--- src/hdl/video_defs.svh ---
// video raster front end constants for line length, frame height and bus widths
`ifndef VIDEO_DEFS_SVH
`define VIDEO_DEFS_SVH

// raster size in c3 counts and lines
`define VID_LINE_LEN 448
`define VID_FRAME_LINES 320

// DRAM word address width
`define VID_ADDR_W 21

// DRAM data word
`define VID_DATA_W 16

// the widest geometry ends exactly at the raster edges,
// so hpix_end may equal VID_LINE_LEN and vpix_end VID_FRAME_LINES
// (the window then runs to the last count of the line or frame)

`endif

--- src/hdl/video_pkg.sv ---
// video package with the mode, render and resolution types and the config byte layout
package video_pkg;

	// vmod field of vconf
	typedef enum logic [2:0] {
		zx,         // ZX screen
		c16,        // 16 colours
		c256,       // 256 colours
		text,       // text mode
		rsv2,
		zx_hires,   // ZX hi-res test mode
		rsv1,
		nogfx       // no graphics fetch
	} vmode_e;

	// render mode as seen by the pixel renderer
	typedef enum logic [1:0] {
		r_zx,
		r_hc,
		r_xc,
		r_tx
	} render_e;

	// raster resolution, rres field of vconf
	typedef enum logic [1:0] {
		res256x192,
		res320x200,
		res320x240,
		res360x288
	} rres_e;

	typedef struct packed {
		rres_e       rres;    // bits 7:6
		logic [2:0]  spare;
		vmode_e      vmod;    // bits 2:0
	} vconf_t;

endpackage

--- src/hdl/video_cfg_if.sv ---
// decoded video mode parameters shared by the mode decoder, sync and fetch blocks
`timescale 1ns/1ps

interface video_cfg_if;

	// active window geometry, in c3 counts and lines
	logic [8:0] hpix_beg;
	logic [8:0] hpix_end;
	logic [8:0] vpix_beg;
	logic [8:0] vpix_end;

	logic [5:0] x_tiles;    // fetch window length in 8-count tiles
	logic [4:0] go_offs;    // fetch lead ahead of hpix_beg

	video_pkg::render_e render_mode;
	logic               hires;    // pixel rate is f1 instead of c3

	modport src (
		output hpix_beg, hpix_end, vpix_beg, vpix_end,
		output x_tiles, go_offs,
		output render_mode, hires
	);

	modport dst (
		input hpix_beg, hpix_end, vpix_beg, vpix_end,
		input x_tiles, go_offs,
		input render_mode, hires
	);

endinterface

--- src/hdl/video_sync.sv ---
// raster sync block with f1/c3 enable divider, h/v counters and active window flags
`timescale 1ns/1ps
`include "video_defs.svh"

module video_sync (
	input  logic       clk,
	input  logic       arst_n,
	video_cfg_if.dst   cfg,
	output logic       f1,
	output logic       c3,
	output logic [8:0] hcnt,
	output logic [8:0] vcnt,
	output logic       hwin,
	output logic       vwin
);

	localparam logic [8:0] H_LAST = 9'(`VID_LINE_LEN - 1);
	localparam logic [8:0] V_LAST = 9'(`VID_FRAME_LINES - 1);

	logic [1:0] phase;
	logic       h_end;
	logic       v_end;

	// clk phase, 0..3 from reset
	always_ff @(posedge clk or negedge arst_n) begin
		if (!arst_n)
			phase <= 2'd0;
		else
			phase <= phase + 2'd1;
	end

	assign f1 = phase[0];    // every second clk
	assign c3 = &phase;      // every fourth clk

	assign h_end = (hcnt == H_LAST);
	assign v_end = (vcnt == V_LAST);

	always_ff @(posedge clk or negedge arst_n) begin
		if (!arst_n) begin
			hcnt <= '0;
			vcnt <= '0;
		end else if (c3) begin
			if (h_end) begin
				hcnt <= '0;
				vcnt <= v_end ? 9'd0 : vcnt + 9'd1;    // new line
			end else begin
				hcnt <= hcnt + 9'd1;
			end
		end
	end

	// window flags, one clk behind the counters
	// counters only move on c3 so the flag is settled by the next c3
	always_ff @(posedge clk or negedge arst_n) begin
		if (!arst_n) begin
			hwin <= 1'b0;
			vwin <= 1'b0;
		end else begin
			hwin <= (hcnt >= cfg.hpix_beg) && (hcnt < cfg.hpix_end);
			vwin <= (vcnt >= cfg.vpix_beg) && (vcnt < cfg.vpix_end);
		end
	end

	// decoded geometry must fit inside the raster
	a_hwin_fit: assert property (@(posedge clk) disable iff (!arst_n)
		(cfg.hpix_beg < cfg.hpix_end) && (cfg.hpix_end <= 9'(`VID_LINE_LEN)))
		else $error("horizontal window outside the line");

	a_vwin_fit: assert property (@(posedge clk) disable iff (!arst_n)
		(cfg.vpix_beg < cfg.vpix_end) && (cfg.vpix_end <= 9'(`VID_FRAME_LINES)))
		else $error("vertical window outside the frame");

endmodule

--- src/hdl/video_mode.sv ---
// video mode decoder with geometry tables, fetch strobes and DRAM address generation
`timescale 1ns/1ps
`include "video_defs.svh"

module video_mode (
	input  video_pkg::vconf_t       vconf,
	input  logic [7:0]              vpage,
	input  logic [8:0]              x_offs,
	input  logic [3:0]              fetch_cnt,
	input  logic [`VID_DATA_W-1:0]  txt_char,
	input  logic [7:0]              cnt_col,
	input  logic [8:0]              cnt_row,
	input  logic                    cptr,
	input  logic                    pix_start,
	input  logic                    f1,
	input  logic                    c3,
	video_cfg_if.src                cfg,
	output logic [9:0]              x_offs_mode,
	output logic [3:0]              fetch_sel,
	output logic [1:0]              fetch_bsl,
	output logic                    nogfx,
	output logic                    pix_stb,
	output logic                    fetch_stb,
	output logic [`VID_ADDR_W-1:0]  video_addr,
	output logic [3:0]              video_bw
);

	video_pkg::vmode_e       vmod;
	video_pkg::rres_e        rres;
	logic                    ftch;
	logic [11:0]             zx_gfx;
	logic [11:0]             zx_atr;
	logic [13:0]             tx_offs;
	logic [`VID_ADDR_W-1:0]  addr_zx;
	logic [`VID_ADDR_W-1:0]  addr_16c;
	logic [`VID_ADDR_W-1:0]  addr_256c;
	logic [`VID_ADDR_W-1:0]  addr_text;

	assign vmod = vconf.vmod;
	assign rres = vconf.rres;

	assign nogfx = (vmod == video_pkg::nogfx);
	assign pix_stb = cfg.hires ? f1 : c3;

	// per-mode lead, bandwidth, pixel rate and renderer
	always_comb begin
		cfg.go_offs = 5'd18;    // lead values found by trial
		video_bw = 4'b1001;     // 1 of 8
		cfg.hires = 1'b0;
		cfg.render_mode = video_pkg::r_zx;
		case (vmod)
			video_pkg::c16: begin
				cfg.go_offs = 5'd10;
				video_bw = 4'b1010;    // 2 of 8
				cfg.render_mode = video_pkg::r_hc;
			end
			video_pkg::c256: begin
				cfg.go_offs = 5'd6;
				video_bw = 4'b0010;    // 2 of 4
				cfg.render_mode = video_pkg::r_xc;
			end
			video_pkg::text: begin
				cfg.go_offs = 5'd10;
				video_bw = 4'b1100;    // 4 of 8
				cfg.hires = 1'b1;
				cfg.render_mode = video_pkg::r_tx;
			end
			video_pkg::zx_hires: begin
				cfg.go_offs = 5'd10;
				video_bw = 4'b1010;
				cfg.hires = 1'b1;
			end
			default: ;    // ZX and reserved
		endcase
	end

	// raster geometry per resolution
	always_comb begin
		case (rres)
			video_pkg::res256x192: begin
				cfg.hpix_beg = 9'd140;    // 88+52 border
				cfg.hpix_end = 9'd396;
				cfg.vpix_beg = 9'd80;
				cfg.vpix_end = 9'd272;
				cfg.x_tiles = 6'd33;
			end
			video_pkg::res320x200: begin
				cfg.hpix_beg = 9'd108;
				cfg.hpix_end = 9'd428;
				cfg.vpix_beg = 9'd76;
				cfg.vpix_end = 9'd276;
				cfg.x_tiles = 6'd41;
			end
			video_pkg::res320x240: begin
				cfg.hpix_beg = 9'd108;
				cfg.hpix_end = 9'd428;
				cfg.vpix_beg = 9'd56;
				cfg.vpix_end = 9'd296;
				cfg.x_tiles = 6'd41;
			end
			default: begin    // 360x288, no border
				cfg.hpix_beg = 9'd88;
				cfg.hpix_end = 9'd448;
				cfg.vpix_beg = 9'd32;
				cfg.vpix_end = 9'd320;
				cfg.x_tiles = 6'd46;
			end
		endcase
	end

	// word fetch rate follows the renderer
	always_comb begin
		case (cfg.render_mode)
			video_pkg::r_hc: ftch = &fetch_cnt[2:0];
			video_pkg::r_xc: ftch = &fetch_cnt[1:0];
			default:         ftch = &fetch_cnt;    // zx and text, 1 per 16
		endcase
	end

	assign fetch_stb = (pix_start | ftch) & c3;

	// cnt_col is already the incremented column when the word is fetched
	always_comb begin
		fetch_sel = {~cptr, ~cptr, cptr, cptr};
		fetch_bsl = 2'b10;
		tx_offs = {1'b0, cnt_row[8:3], 1'b0, cnt_col[7:2]};    // char codes
		if (vmod == video_pkg::text) begin
			case (cnt_col[1:0])
				2'd1: fetch_sel = 4'b0011;    // char
				2'd2: begin
					fetch_sel = 4'b1100;    // attr
					tx_offs = {1'b0, cnt_row[8:3], 1'b1, cnt_col[7:2]};
				end
				2'd3: begin
					fetch_sel = 4'b0001;    // gfx0
					fetch_bsl = {2{cnt_row[0]}};
					tx_offs = {4'b1000, txt_char[7:0], cnt_row[2:1]};
				end
				default: begin
					fetch_sel = 4'b0010;    // gfx1
					fetch_bsl = {2{cnt_row[0]}};
					tx_offs = {4'b1000, txt_char[15:8], cnt_row[2:1]};
				end
			endcase
		end
	end

	// 256c scrolls in whole pixels, the rest in pairs
	assign x_offs_mode = (vmod == video_pkg::c256) ? {x_offs[8:1], 1'b0, x_offs[0]}
		: {1'b0, x_offs[8:1], x_offs[0]};

	// ZX layout with thirds, attributes at word 0xc00
	assign zx_gfx = {cnt_row[7:6], cnt_row[2:0], cnt_row[5:3], cnt_col[4:1]};
	assign zx_atr = {3'b110, cnt_row[7:3], cnt_col[4:1]};
	assign addr_zx = {vpage, 1'b0, cnt_col[0] ? zx_atr : zx_gfx};

	assign addr_16c = {vpage[7:3], cnt_row, cnt_col[6:0]};
	assign addr_256c = {vpage[7:4], cnt_row, cnt_col};
	assign addr_text = {vpage[7:1], tx_offs};

	always_comb begin
		case (vmod)
			video_pkg::c16:  video_addr = addr_16c;
			video_pkg::c256: video_addr = addr_256c;
			video_pkg::text: video_addr = addr_text;
			default:         video_addr = addr_zx;
		endcase
	end

endmodule

--- src/hdl/video_fetch.sv ---
// fetch sequencer with line fetch window, column/row counters and text char latch
`timescale 1ns/1ps
`include "video_defs.svh"

module video_fetch (
	input  logic                    clk,
	input  logic                    arst_n,
	input  logic                    f1,
	input  logic                    c3,
	input  logic [8:0]              hcnt,
	input  logic [8:0]              vcnt,
	input  logic                    vwin,
	input  logic                    fetch_stb,
	input  logic [`VID_DATA_W-1:0]  dram_rdata,
	video_cfg_if.dst                cfg,
	output logic [3:0]              fetch_cnt,
	output logic [7:0]              cnt_col,
	output logic [8:0]              cnt_row,
	output logic                    cptr,
	output logic                    pix_start,
	output logic [`VID_DATA_W-1:0]  txt_char
);

	logic [8:0] go_pos;
	logic [8:0] win_len;
	logic [8:0] win_cnt;
	logic       fetch_on;
	logic       win_last;
	logic [7:0] col_q;

	// fetch starts go_offs counts ahead of the first pixel
	assign go_pos = cfg.hpix_beg - 9'(cfg.go_offs);
	assign pix_start = c3 && vwin && (hcnt == go_pos);

	assign win_len = {cfg.x_tiles, 3'b000};    // 8 counts per tile
	assign win_last = fetch_on && (win_cnt == win_len - 9'd1);

	// fetch_cnt parks at zero outside the window so no pattern strobe fires
	always_ff @(posedge clk or negedge arst_n) begin
		if (!arst_n) begin
			fetch_on <= 1'b0;
			win_cnt <= '0;
			fetch_cnt <= '0;
		end else if (c3) begin
			if (pix_start) begin
				fetch_on <= 1'b1;
				win_cnt <= '0;
				fetch_cnt <= '0;
			end else if (win_last) begin
				fetch_on <= 1'b0;
				win_cnt <= '0;
				fetch_cnt <= '0;
			end else if (fetch_on) begin
				win_cnt <= win_cnt + 9'd1;
				fetch_cnt <= fetch_cnt + 4'd1;
			end
		end
	end

	// column seen by the decoder is already advanced on the strobe
	assign cnt_col = (pix_start ? 8'd0 : col_q) + {7'd0, fetch_stb};

	always_ff @(posedge clk or negedge arst_n) begin
		if (!arst_n) begin
			col_q <= '0;
			cptr <= 1'b0;
		end else if (fetch_stb) begin
			col_q <= cnt_col;
			cptr <= ~cptr;    // ZX gfx/attr word select
		end
	end

	assign cnt_row = vcnt - cfg.vpix_beg;

	// char word comes back at column 1, gfx fetches use it after
	always_ff @(posedge clk) begin
		if (fetch_stb && (cnt_col[1:0] == 2'd1) && (cfg.render_mode == video_pkg::r_tx))
			txt_char <= dram_rdata;
	end

	a_col_range: assert property (@(posedge clk) disable iff (!arst_n)
		cnt_col <= {cfg.x_tiles, 2'b00})
		else $error("cnt_col ran past the fetch window");

	// strobes from the decoder must land on a sync f1 phase
	a_stb_phase: assert property (@(posedge clk) disable iff (!arst_n) fetch_stb |-> f1)
		else $error("fetch_stb off the f1 phase");

endmodule

--- src/hdl/video_top.sv ---
// video front end top joining sync, mode decoder and fetch sequencer
`timescale 1ns/1ps
`include "video_defs.svh"

module video_top (
	input  logic                    clk,
	input  logic                    arst_n,
	input  logic [7:0]              vconf,
	input  logic [7:0]              vpage,
	input  logic [8:0]              x_offs,
	input  logic [`VID_DATA_W-1:0]  dram_rdata,
	output logic [`VID_ADDR_W-1:0]  video_addr,
	output logic [3:0]              video_bw,
	output logic                    fetch_stb,
	output logic [3:0]              fetch_sel,
	output logic [1:0]              fetch_bsl,
	output logic [9:0]              x_offs_mode,
	output logic [1:0]              render_mode,
	output logic                    hires,
	output logic                    nogfx,
	output logic                    pix_stb,
	output logic                    disp_en
);

	video_pkg::vconf_t       vconf_s;
	logic                    f1;
	logic                    c3;
	logic [8:0]              hcnt;
	logic [8:0]              vcnt;
	logic                    hwin;
	logic                    vwin;
	logic [3:0]              fetch_cnt;
	logic [7:0]              cnt_col;
	logic [8:0]              cnt_row;
	logic                    cptr;
	logic                    pix_start;
	logic [`VID_DATA_W-1:0]  txt_char;

	video_cfg_if cfg_if ();

	assign vconf_s = video_pkg::vconf_t'(vconf);

	video_sync sync_i (
		.clk    (clk),
		.arst_n (arst_n),
		.cfg    (cfg_if.dst),
		.f1     (f1),
		.c3     (c3),
		.hcnt   (hcnt),
		.vcnt   (vcnt),
		.hwin   (hwin),
		.vwin   (vwin)
	);

	video_mode mode_i (
		.vconf       (vconf_s),
		.vpage       (vpage),
		.x_offs      (x_offs),
		.fetch_cnt   (fetch_cnt),
		.txt_char    (txt_char),
		.cnt_col     (cnt_col),
		.cnt_row     (cnt_row),
		.cptr        (cptr),
		.pix_start   (pix_start),
		.f1          (f1),
		.c3          (c3),
		.cfg         (cfg_if.src),
		.x_offs_mode (x_offs_mode),
		.fetch_sel   (fetch_sel),
		.fetch_bsl   (fetch_bsl),
		.nogfx       (nogfx),
		.pix_stb     (pix_stb),
		.fetch_stb   (fetch_stb),
		.video_addr  (video_addr),
		.video_bw    (video_bw)
	);

	video_fetch fetch_i (
		.clk        (clk),
		.arst_n     (arst_n),
		.f1         (f1),
		.c3         (c3),
		.hcnt       (hcnt),
		.vcnt       (vcnt),
		.vwin       (vwin),
		.fetch_stb  (fetch_stb),
		.dram_rdata (dram_rdata),
		.cfg        (cfg_if.dst),
		.fetch_cnt  (fetch_cnt),
		.cnt_col    (cnt_col),
		.cnt_row    (cnt_row),
		.cptr       (cptr),
		.pix_start  (pix_start),
		.txt_char   (txt_char)
	);

	assign render_mode = cfg_if.render_mode;
	assign hires = cfg_if.hires;
	assign disp_en = hwin & vwin;    // both flags registered in sync_i

endmodule

--- config.mk ---
export PLATFORM = sky130hd
export DESIGN_NAME = video_top
export DESIGN_NICKNAME = d
export VERILOG_FILES = /design/src/hdl/video_pkg.sv /design/src/hdl/video_cfg_if.sv /design/src/hdl/video_sync.sv /design/src/hdl/video_mode.sv /design/src/hdl/video_fetch.sv /design/src/hdl/video_top.sv
export VERILOG_INCLUDE_DIRS = /design/src /design/src/hdl
export SDC_FILE = /design/constraint.sdc
export NUM_CORES = 1
export LEC_CHECK = 0
export BUFFER_PORTS_ARGS = -buffer_cell sky130_fd_sc_hd__buf_2
export CORE_MARGIN = 5
export CORE_UTILIZATION = 51
export DETAILED_ROUTE_END_ITERATION = 7
export PLACE_DENSITY = 0.75
export SYNTH_ARGS = -nofsm -noshare
export SYNTH_HDL_FRONTEND = slang
export SYNTH_SLANG_ARGS = --single-unit
--- constraint.sdc ---
create_clock -name clk -period 7.6 [get_ports clk]
set_input_delay 1.14 -clock clk [delete_from_list [all_inputs] [get_ports clk]]
set_output_delay 1.14 -clock clk [all_outputs]
set_load 0.05 [all_outputs]
==> flow_metrics.env, run 1 <==
export IMPL_rows=35
export IMPL_clk_pin_slew_ns=0.07
export IMPL_arrival_ns=6.09
export IMPL_synth_distinct_cells=70
export IMPL_placeableCoreArea_um2=9110
export IMPL_avgViaCountPerCell=5.83
export IMPL_grtUsageTotal=0.212
export IMPL_syn2layout_area_growth_pct=12.8
export IMPL_hpwl_mm=8.91
export IMPL_hold_viol=0
export IMPL_status="finished clean"
export IMPL_cts_setup_buffers=0
export IMPL_seq_area_frac_synth=0.344
export IMPL_syn_inst=538
export IMPL_worst_slack_ns=0.367
export IMPL_synthSimpleGateAreaFrac=0.212
export IMPL_synth_edf_count=16
export IMPL_cts_sinks=61
export IMPL_syn_area_per_cell_um2=8.69
export IMPL_min_path_type="reg -> reg"
export IMPL_num_vias=4218
export IMPL_synthAdderAreaFrac=0.117
export IMPL_setup_violations=0
export IMPL_synth_area_leaders="dfrtp_1, ha_1, edfxtp_1"
export IMPL_required_ns=6.46
export IMPL_first_global_vias=4041
export IMPL_stdcell_area_um2=5280
export IMPL_yosys_warnings=0
export IMPL_ant_nets=0
export IMPL_synthMuxAreaShare=0.0252
export IMPL_cts_resized_gates=0
export IMPL_cts_buffers_inserted=9
export IMPL_fin_nets=692
export IMPL_maxSlewViolCount=0
export IMPL_rsz0062_at_grt="no"
export IMPL_powerDensity_nw_per_um2=219
export IMPL_drt_wl_total_mm=11.9
export IMPL_finalCriticalPeriod_ns=7.23
export IMPL_whs_ns=0.479
export IMPL_drtIter0Drc=303
export IMPL_grt_max_degree=46
export IMPL_crit_path_max_fanout=12
export IMPL_port_buffers=77
export IMPL_max_freq_ghz=0.138
export IMPL_cap_violations=0
export IMPL_synth_compound_area_share=0.195
export IMPL_die_area_um2=11200
export IMPL_antenna_found_initial=2
export IMPL_ir_drop_uv=298
export IMPL_fin_skew_ns=0.0219
export IMPL_fin_setup_tns_ns=0
export IMPL_place_congestion=0.916
export IMPL_reg2regPathDepth=11
export IMPL_synth_top_area_frac=0.241
export IMPL_slew_headroom=0.193
export IMPL_synth_flop_cell="dfrtp_1"
export IMPL_grt_overflow_total=0
export IMPL_post_dp_cell_area_um2=5100
export IMPL_cts_buffer_depth=2
export IMPL_final_common_cell="buf_2"
export IMPL_netlist_area_um2=4680
export IMPL_place_worst_setup_slack_ns=0.494
export IMPL_ios=91
export IMPL_synth_xor_area_frac=0.0484
export IMPL_final_util=0.579
export IMPL_clk_latency_ns=0.36
export IMPL_synth_fp_nets=624
export IMPL_clockRootBuffer="clkbuf_8"
export IMPL_crit_type="in -> out"
export IMPL_synth_top_cell_by_area="dfrtp_1"
export IMPL_grt_first_pass_wirelength_mm=19.3
export IMPL_synth_seq_cells=61
export IMPL_start_util=0.513
export IMPL_dieHeight_um=106
export IMPL_fp_dieW_um=106
export IMPL_layout_common_cells="buf_2, nand2_1, nor2_1"
export IMPL_cts_tree="built"
export IMPL_dr_pass1_iters=5
export IMPL_ctsHoldBuffers=0
export IMPL_endpoint_kind="primary output"
export IMPL_start_kind="primary input"
export IMPL_drc=0
export IMPL_cts_htree_levels=3
export IMPL_tightest_slew_ns=1.21
export IMPL_synthArstFlopShare=0.738
export IMPL_synth_top_family_by_area="simple AND/OR/NAND/NOR gates"
export IMPL_fin_crit_sh=0.952
export IMPL_drive_gt1_frac=0.195
export IMPL_hold_path_cell_count=1
export IMPL_routedWlPerCell_um=16.5
export IMPL_p_leak_nw=2.48
==> kinds of logic after synthesis <==
group                      Yosys count
and+or+nand+nor                    203
AOI/OAI and AO/OA                  135
buffers and inverters               61
DFF                                 61
adders and majority gates           43
xor gates and xnor gates            25
muxes                               10
==> routing by layer <==
layer	share of wire	vias up	global-route usage
li1	-	2053	-
met1	0.43	1993	0.272
met2	0.48	144	0.344
met3	0.072	26	0.0570
met4	0.017	2	0.0749
met5	0.0011	-	0
==> stage by stage <==
step	instances	power [mW]
after floorplan	538	0.772
after global placement	706	0.872
after detailed placement	706	0.886
after CTS	722	1.15
after global routing	723	1.22
final	723	1.15
==> registers in the layout, indices dropped and copies added, names as in the netlist, 2 cells and up <==
register and cells:
fetch_i.col_q 8, fetch_i.fetch_cnt 4, fetch_i.txt_char 16, fetch_i.win_cnt 9, sync_i.hcnt 9, sync_i.phase 2, sync_i.vcnt 9
==> worst max-delay path: stages <==
cell	delay (ns)
buf_2	0.13
ha_1	0.31
inv_1	0.24
ha_1	0.21
inv_1	0.05
ha_1	0.21
xnor2_1	0.14
o21ai_0	0.24
a21oi_2	0.14
or3_4	0.48
and2_1	0.20
ha_1	0.21
ha_1	0.49
inv_1	0.14
ha_1	0.23
or3_1	0.51
o311ai_1	0.34
a32oi_1	0.12
o221ai_1	0.23
buf_2	0.32
==> cell type report <==
type	instances	area, µm²
Inverter	35	131
Tap cell	111	139
Fill cell	815	3830
Clock buffer	9	124
Timing Repair Buffer	83	430
Sequential cell	61	1610
Clock inverter	7	51.3
Antenna cell	1	2.50
Multi-Input combinational cell	416	2790
==> synth_stat cells, drive strengths merged, types with 9 or more instances <==
master / number
xnor2: 16
inv: 35
nand3: 19
clkbuf: 12
nor3: 11
nand2b: 9
ha: 42
nand2: 70
o21ai: 40
edfxtp: 16
and3: 11
dfrtp: 45
a21oi: 27
nor2: 47
buf: 14
xor2: 9
==> power by group <==
group | switching (mW) | internal [mW]
Sequential | 0.0224 | 0.357
Clock | 0.148 | 0.119
Combinational | 0.349 | 0.160
==> path summary, 6_finish.rpt <==
path                                  from             endpoint  slack [ns]
max                               vconf[6]        video_addr[5]        0.37
min                           fetch_i.cptr         fetch_i.cptr        0.48
max reg2reg                sync_i.phase[0]  fetch_i.txt_char[0]        3.00
min reg2reg                   fetch_i.cptr         fetch_i.cptr        0.48
max in group asynchronous           arst_n   fetch_i.win_cnt[1]        6.31
min in group asynchronous           arst_n       sync_i.vcnt[6]        0.85
(Power assumes the default switching activity.)
==> run 2, diff against run 1 <==
- CORE_ASPECT_RATIO: not set -> 0.9
==> run 2 against run 1 <==
Combinational power down 1%. Register-to-register slack better by 0.92 ns. Critical path depth up 2. Routed wire length down 2.0%. First-iteration DRC count down 11%. Clock-buffer cell count up 2. Utilization up 0.37 points. Critical endpoint unchanged. Highest routed layer is now met4.
==> flow_metrics.env, run 2 (synthesis gave the netlist of run 1 again) <==
export IMPL_cts_tree="built"
export IMPL_grt_max_degree=46
export IMPL_crit_path_max_fanout=8
export IMPL_finalCriticalPeriod_ns=7.14
export IMPL_grt_overflow_total=0
export IMPL_drc=0
export IMPL_largest_reg_flops=16
export IMPL_grtUsageTotal=0.219
export IMPL_dp_cells=717
export IMPL_antenna_found_initial=0
export IMPL_ctsHoldBuffers=0
export IMPL_min_path_type="reg -> reg"
export IMPL_clockRootBuffer="clkbuf_8"
export IMPL_routedWlPerCell_um=15.9
export IMPL_fp_dieW_um=111
export IMPL_max_freq_ghz=0.140
export IMPL_status="finished clean"
export IMPL_cp_startpoint="vconf[6]"
export IMPL_endpoint_kind="primary output"
export IMPL_fin_setup_tns_ns=0
export IMPL_finalNonFillerCells=733
export IMPL_hold_path_cell_count=1
export IMPL_port_buffers=77
export IMPL_ios=91
export IMPL_use_met1=0.283
export IMPL_r2r_start="sync_i.hcnt[6]"
export IMPL_worst_r2r_endpoint="fetch_i.txt_char[15]"
export IMPL_fillers=797
export IMPL_ir_drop_uv=265
export IMPL_placeableCoreArea_um2=9040
export IMPL_place_congestion=0.909
export IMPL_crit_type="in -> out"
export IMPL_cts_buffer_depth=2
export IMPL_diodes=0
export IMPL_cts_setup_buffers=0
export IMPL_place_worst_setup_slack_ns=0.548
export IMPL_hpwl_mm=8.83
export IMPL_arrival_ns=6.00
export IMPL_num_vias=4224
export IMPL_avgViaCountPerCell=5.76
export IMPL_rsz0062_at_grt="no"
export IMPL_start_util=0.517
export IMPL_reg2reg_slack_ns=3.92
export IMPL_powerDensity_nw_per_um2=213
export IMPL_ant_nets=0
export IMPL_dieHeight_um=101
export IMPL_dr_pass1_iters=5
export IMPL_worst_slack_ns=0.462
export IMPL_drtIter0Drc=270
export IMPL_cts_resized_gates=0
export IMPL_grt_first_pass_wirelength_mm=20.1
export IMPL_clk_latency_ns=0.34
export IMPL_cts_htree_levels=3
export IMPL_clk_pin_slew_ns=0.06
export IMPL_fin_nets=692
export IMPL_cts_buffers_inserted=9
export IMPL_final_util=0.583
export IMPL_maxSlewViolCount=0
export IMPL_first_global_vias=4149
export IMPL_syn2layout_area_growth_pct=12.7
export IMPL_cts_sinks=61
export IMPL_tightest_slew_ns=1.02
export IMPL_fin_crit_sh=0.939
export IMPL_reg2regPathDepth=13
export IMPL_p_leak_nw=2.49
export IMPL_fin_skew_ns=0.00866
export IMPL_cap_violations=0
export IMPL_top_register="fetch_i.txt_char"
export IMPL_die_area_um2=11200
export IMPL_slew_headroom=0.318
export IMPL_grt_use_met2=0.371
export IMPL_required_ns=6.46
export IMPL_whs_ns=0.489
export IMPL_rows=33
export IMPL_busiest_layer="met2"
export IMPL_layout_common_cells="buf_2, nand2_1, nor2_1"
export IMPL_start_kind="primary input"
export IMPL_hold_viol=0
export IMPL_setup_violations=0
export IMPL_endpoint="video_addr[5]"
export IMPL_met3_usage=0.0462
export IMPL_drive_gt1_frac=0.193
export IMPL_final_common_cell="buf_2"
export IMPL_drt_wl_total_mm=11.7
-- run 2: final cells by class --
type | instances | area, µm² | share of cell area
clock buffer | 11 | 131 | 0.0249
tap | 122 | 153 | 0.0290
multi-input combinational | 416 | 2790 | 0.529
sequential | 61 | 1610 | 0.305
inverter | 35 | 131 | 0.0249
clock inverter | 5 | 27.5 | 0.00522
timing repair buffer | 83 | 430 | 0.0817
-- run 2: worst min-delay path by stage --
| stage | from | to | slack, ns |
|---|---|---|---|
| 2_1_floorplan | fetch_i.cptr | fetch_i.cptr | 0.45 |
| 3_3_place_gp | fetch_i.cptr | fetch_i.cptr | 0.47 |
| 3_5_place_dp | fetch_i.cptr | fetch_i.cptr | 0.48 |
| 4_1_cts | fetch_i.cptr | fetch_i.cptr | 0.49 |
| 5_1_grt | fetch_i.cptr | fetch_i.cptr | 0.52 |
| 6_report | fetch_i.cptr | fetch_i.cptr | 0.49 |
-- run 2: power by group --
| part | internal, mW | switching, mW |
|---|---|---|
| Combinational | 0.159 | 0.343 |
| Clock | 0.116 | 0.126 |
| Sequential | 0.357 | 0.0218 |
| Total | 0.632 | 0.491 |
-- run 2: per-stage QoR --
| step | power [mW] | cell area [µm²] |
|---|---|---|
| global placement | 0.872 | 5110 |
| finish | 1.12 | 5270 |
| floorplan | 0.772 | 4680 |
| global route | 1.20 | 5270 |
| detailed placement | 0.882 | 5110 |
| CTS | 1.13 | 5270 |
-- run 2: layer usage --
layer  share of wire  vias to the layer above
met2            0.49                      134
met5               0                        -
met3           0.051                       15
met1            0.44                     2023
met4           0.013                        0
li1                -                     2052
-- run 2: worst max-delay path, stage by stage --
cell      delay (ns)
buf_2           0.14
ha_1            0.31
inv_1           0.24
ha_1            0.22
inv_1           0.06
ha_1            0.22
xnor2_1         0.14
o21ai_0         0.20
a21oi_2         0.13
nor3_2          0.52
o21ai_4         0.19
inv_1           0.12
ha_1            0.20
ha_1            0.36
inv_1           0.14
ha_1            0.23
nor2_1          0.07
or3_1           0.42
o311ai_1        0.31
a32oi_1         0.11
o221ai_1        0.21
buf_2           0.30
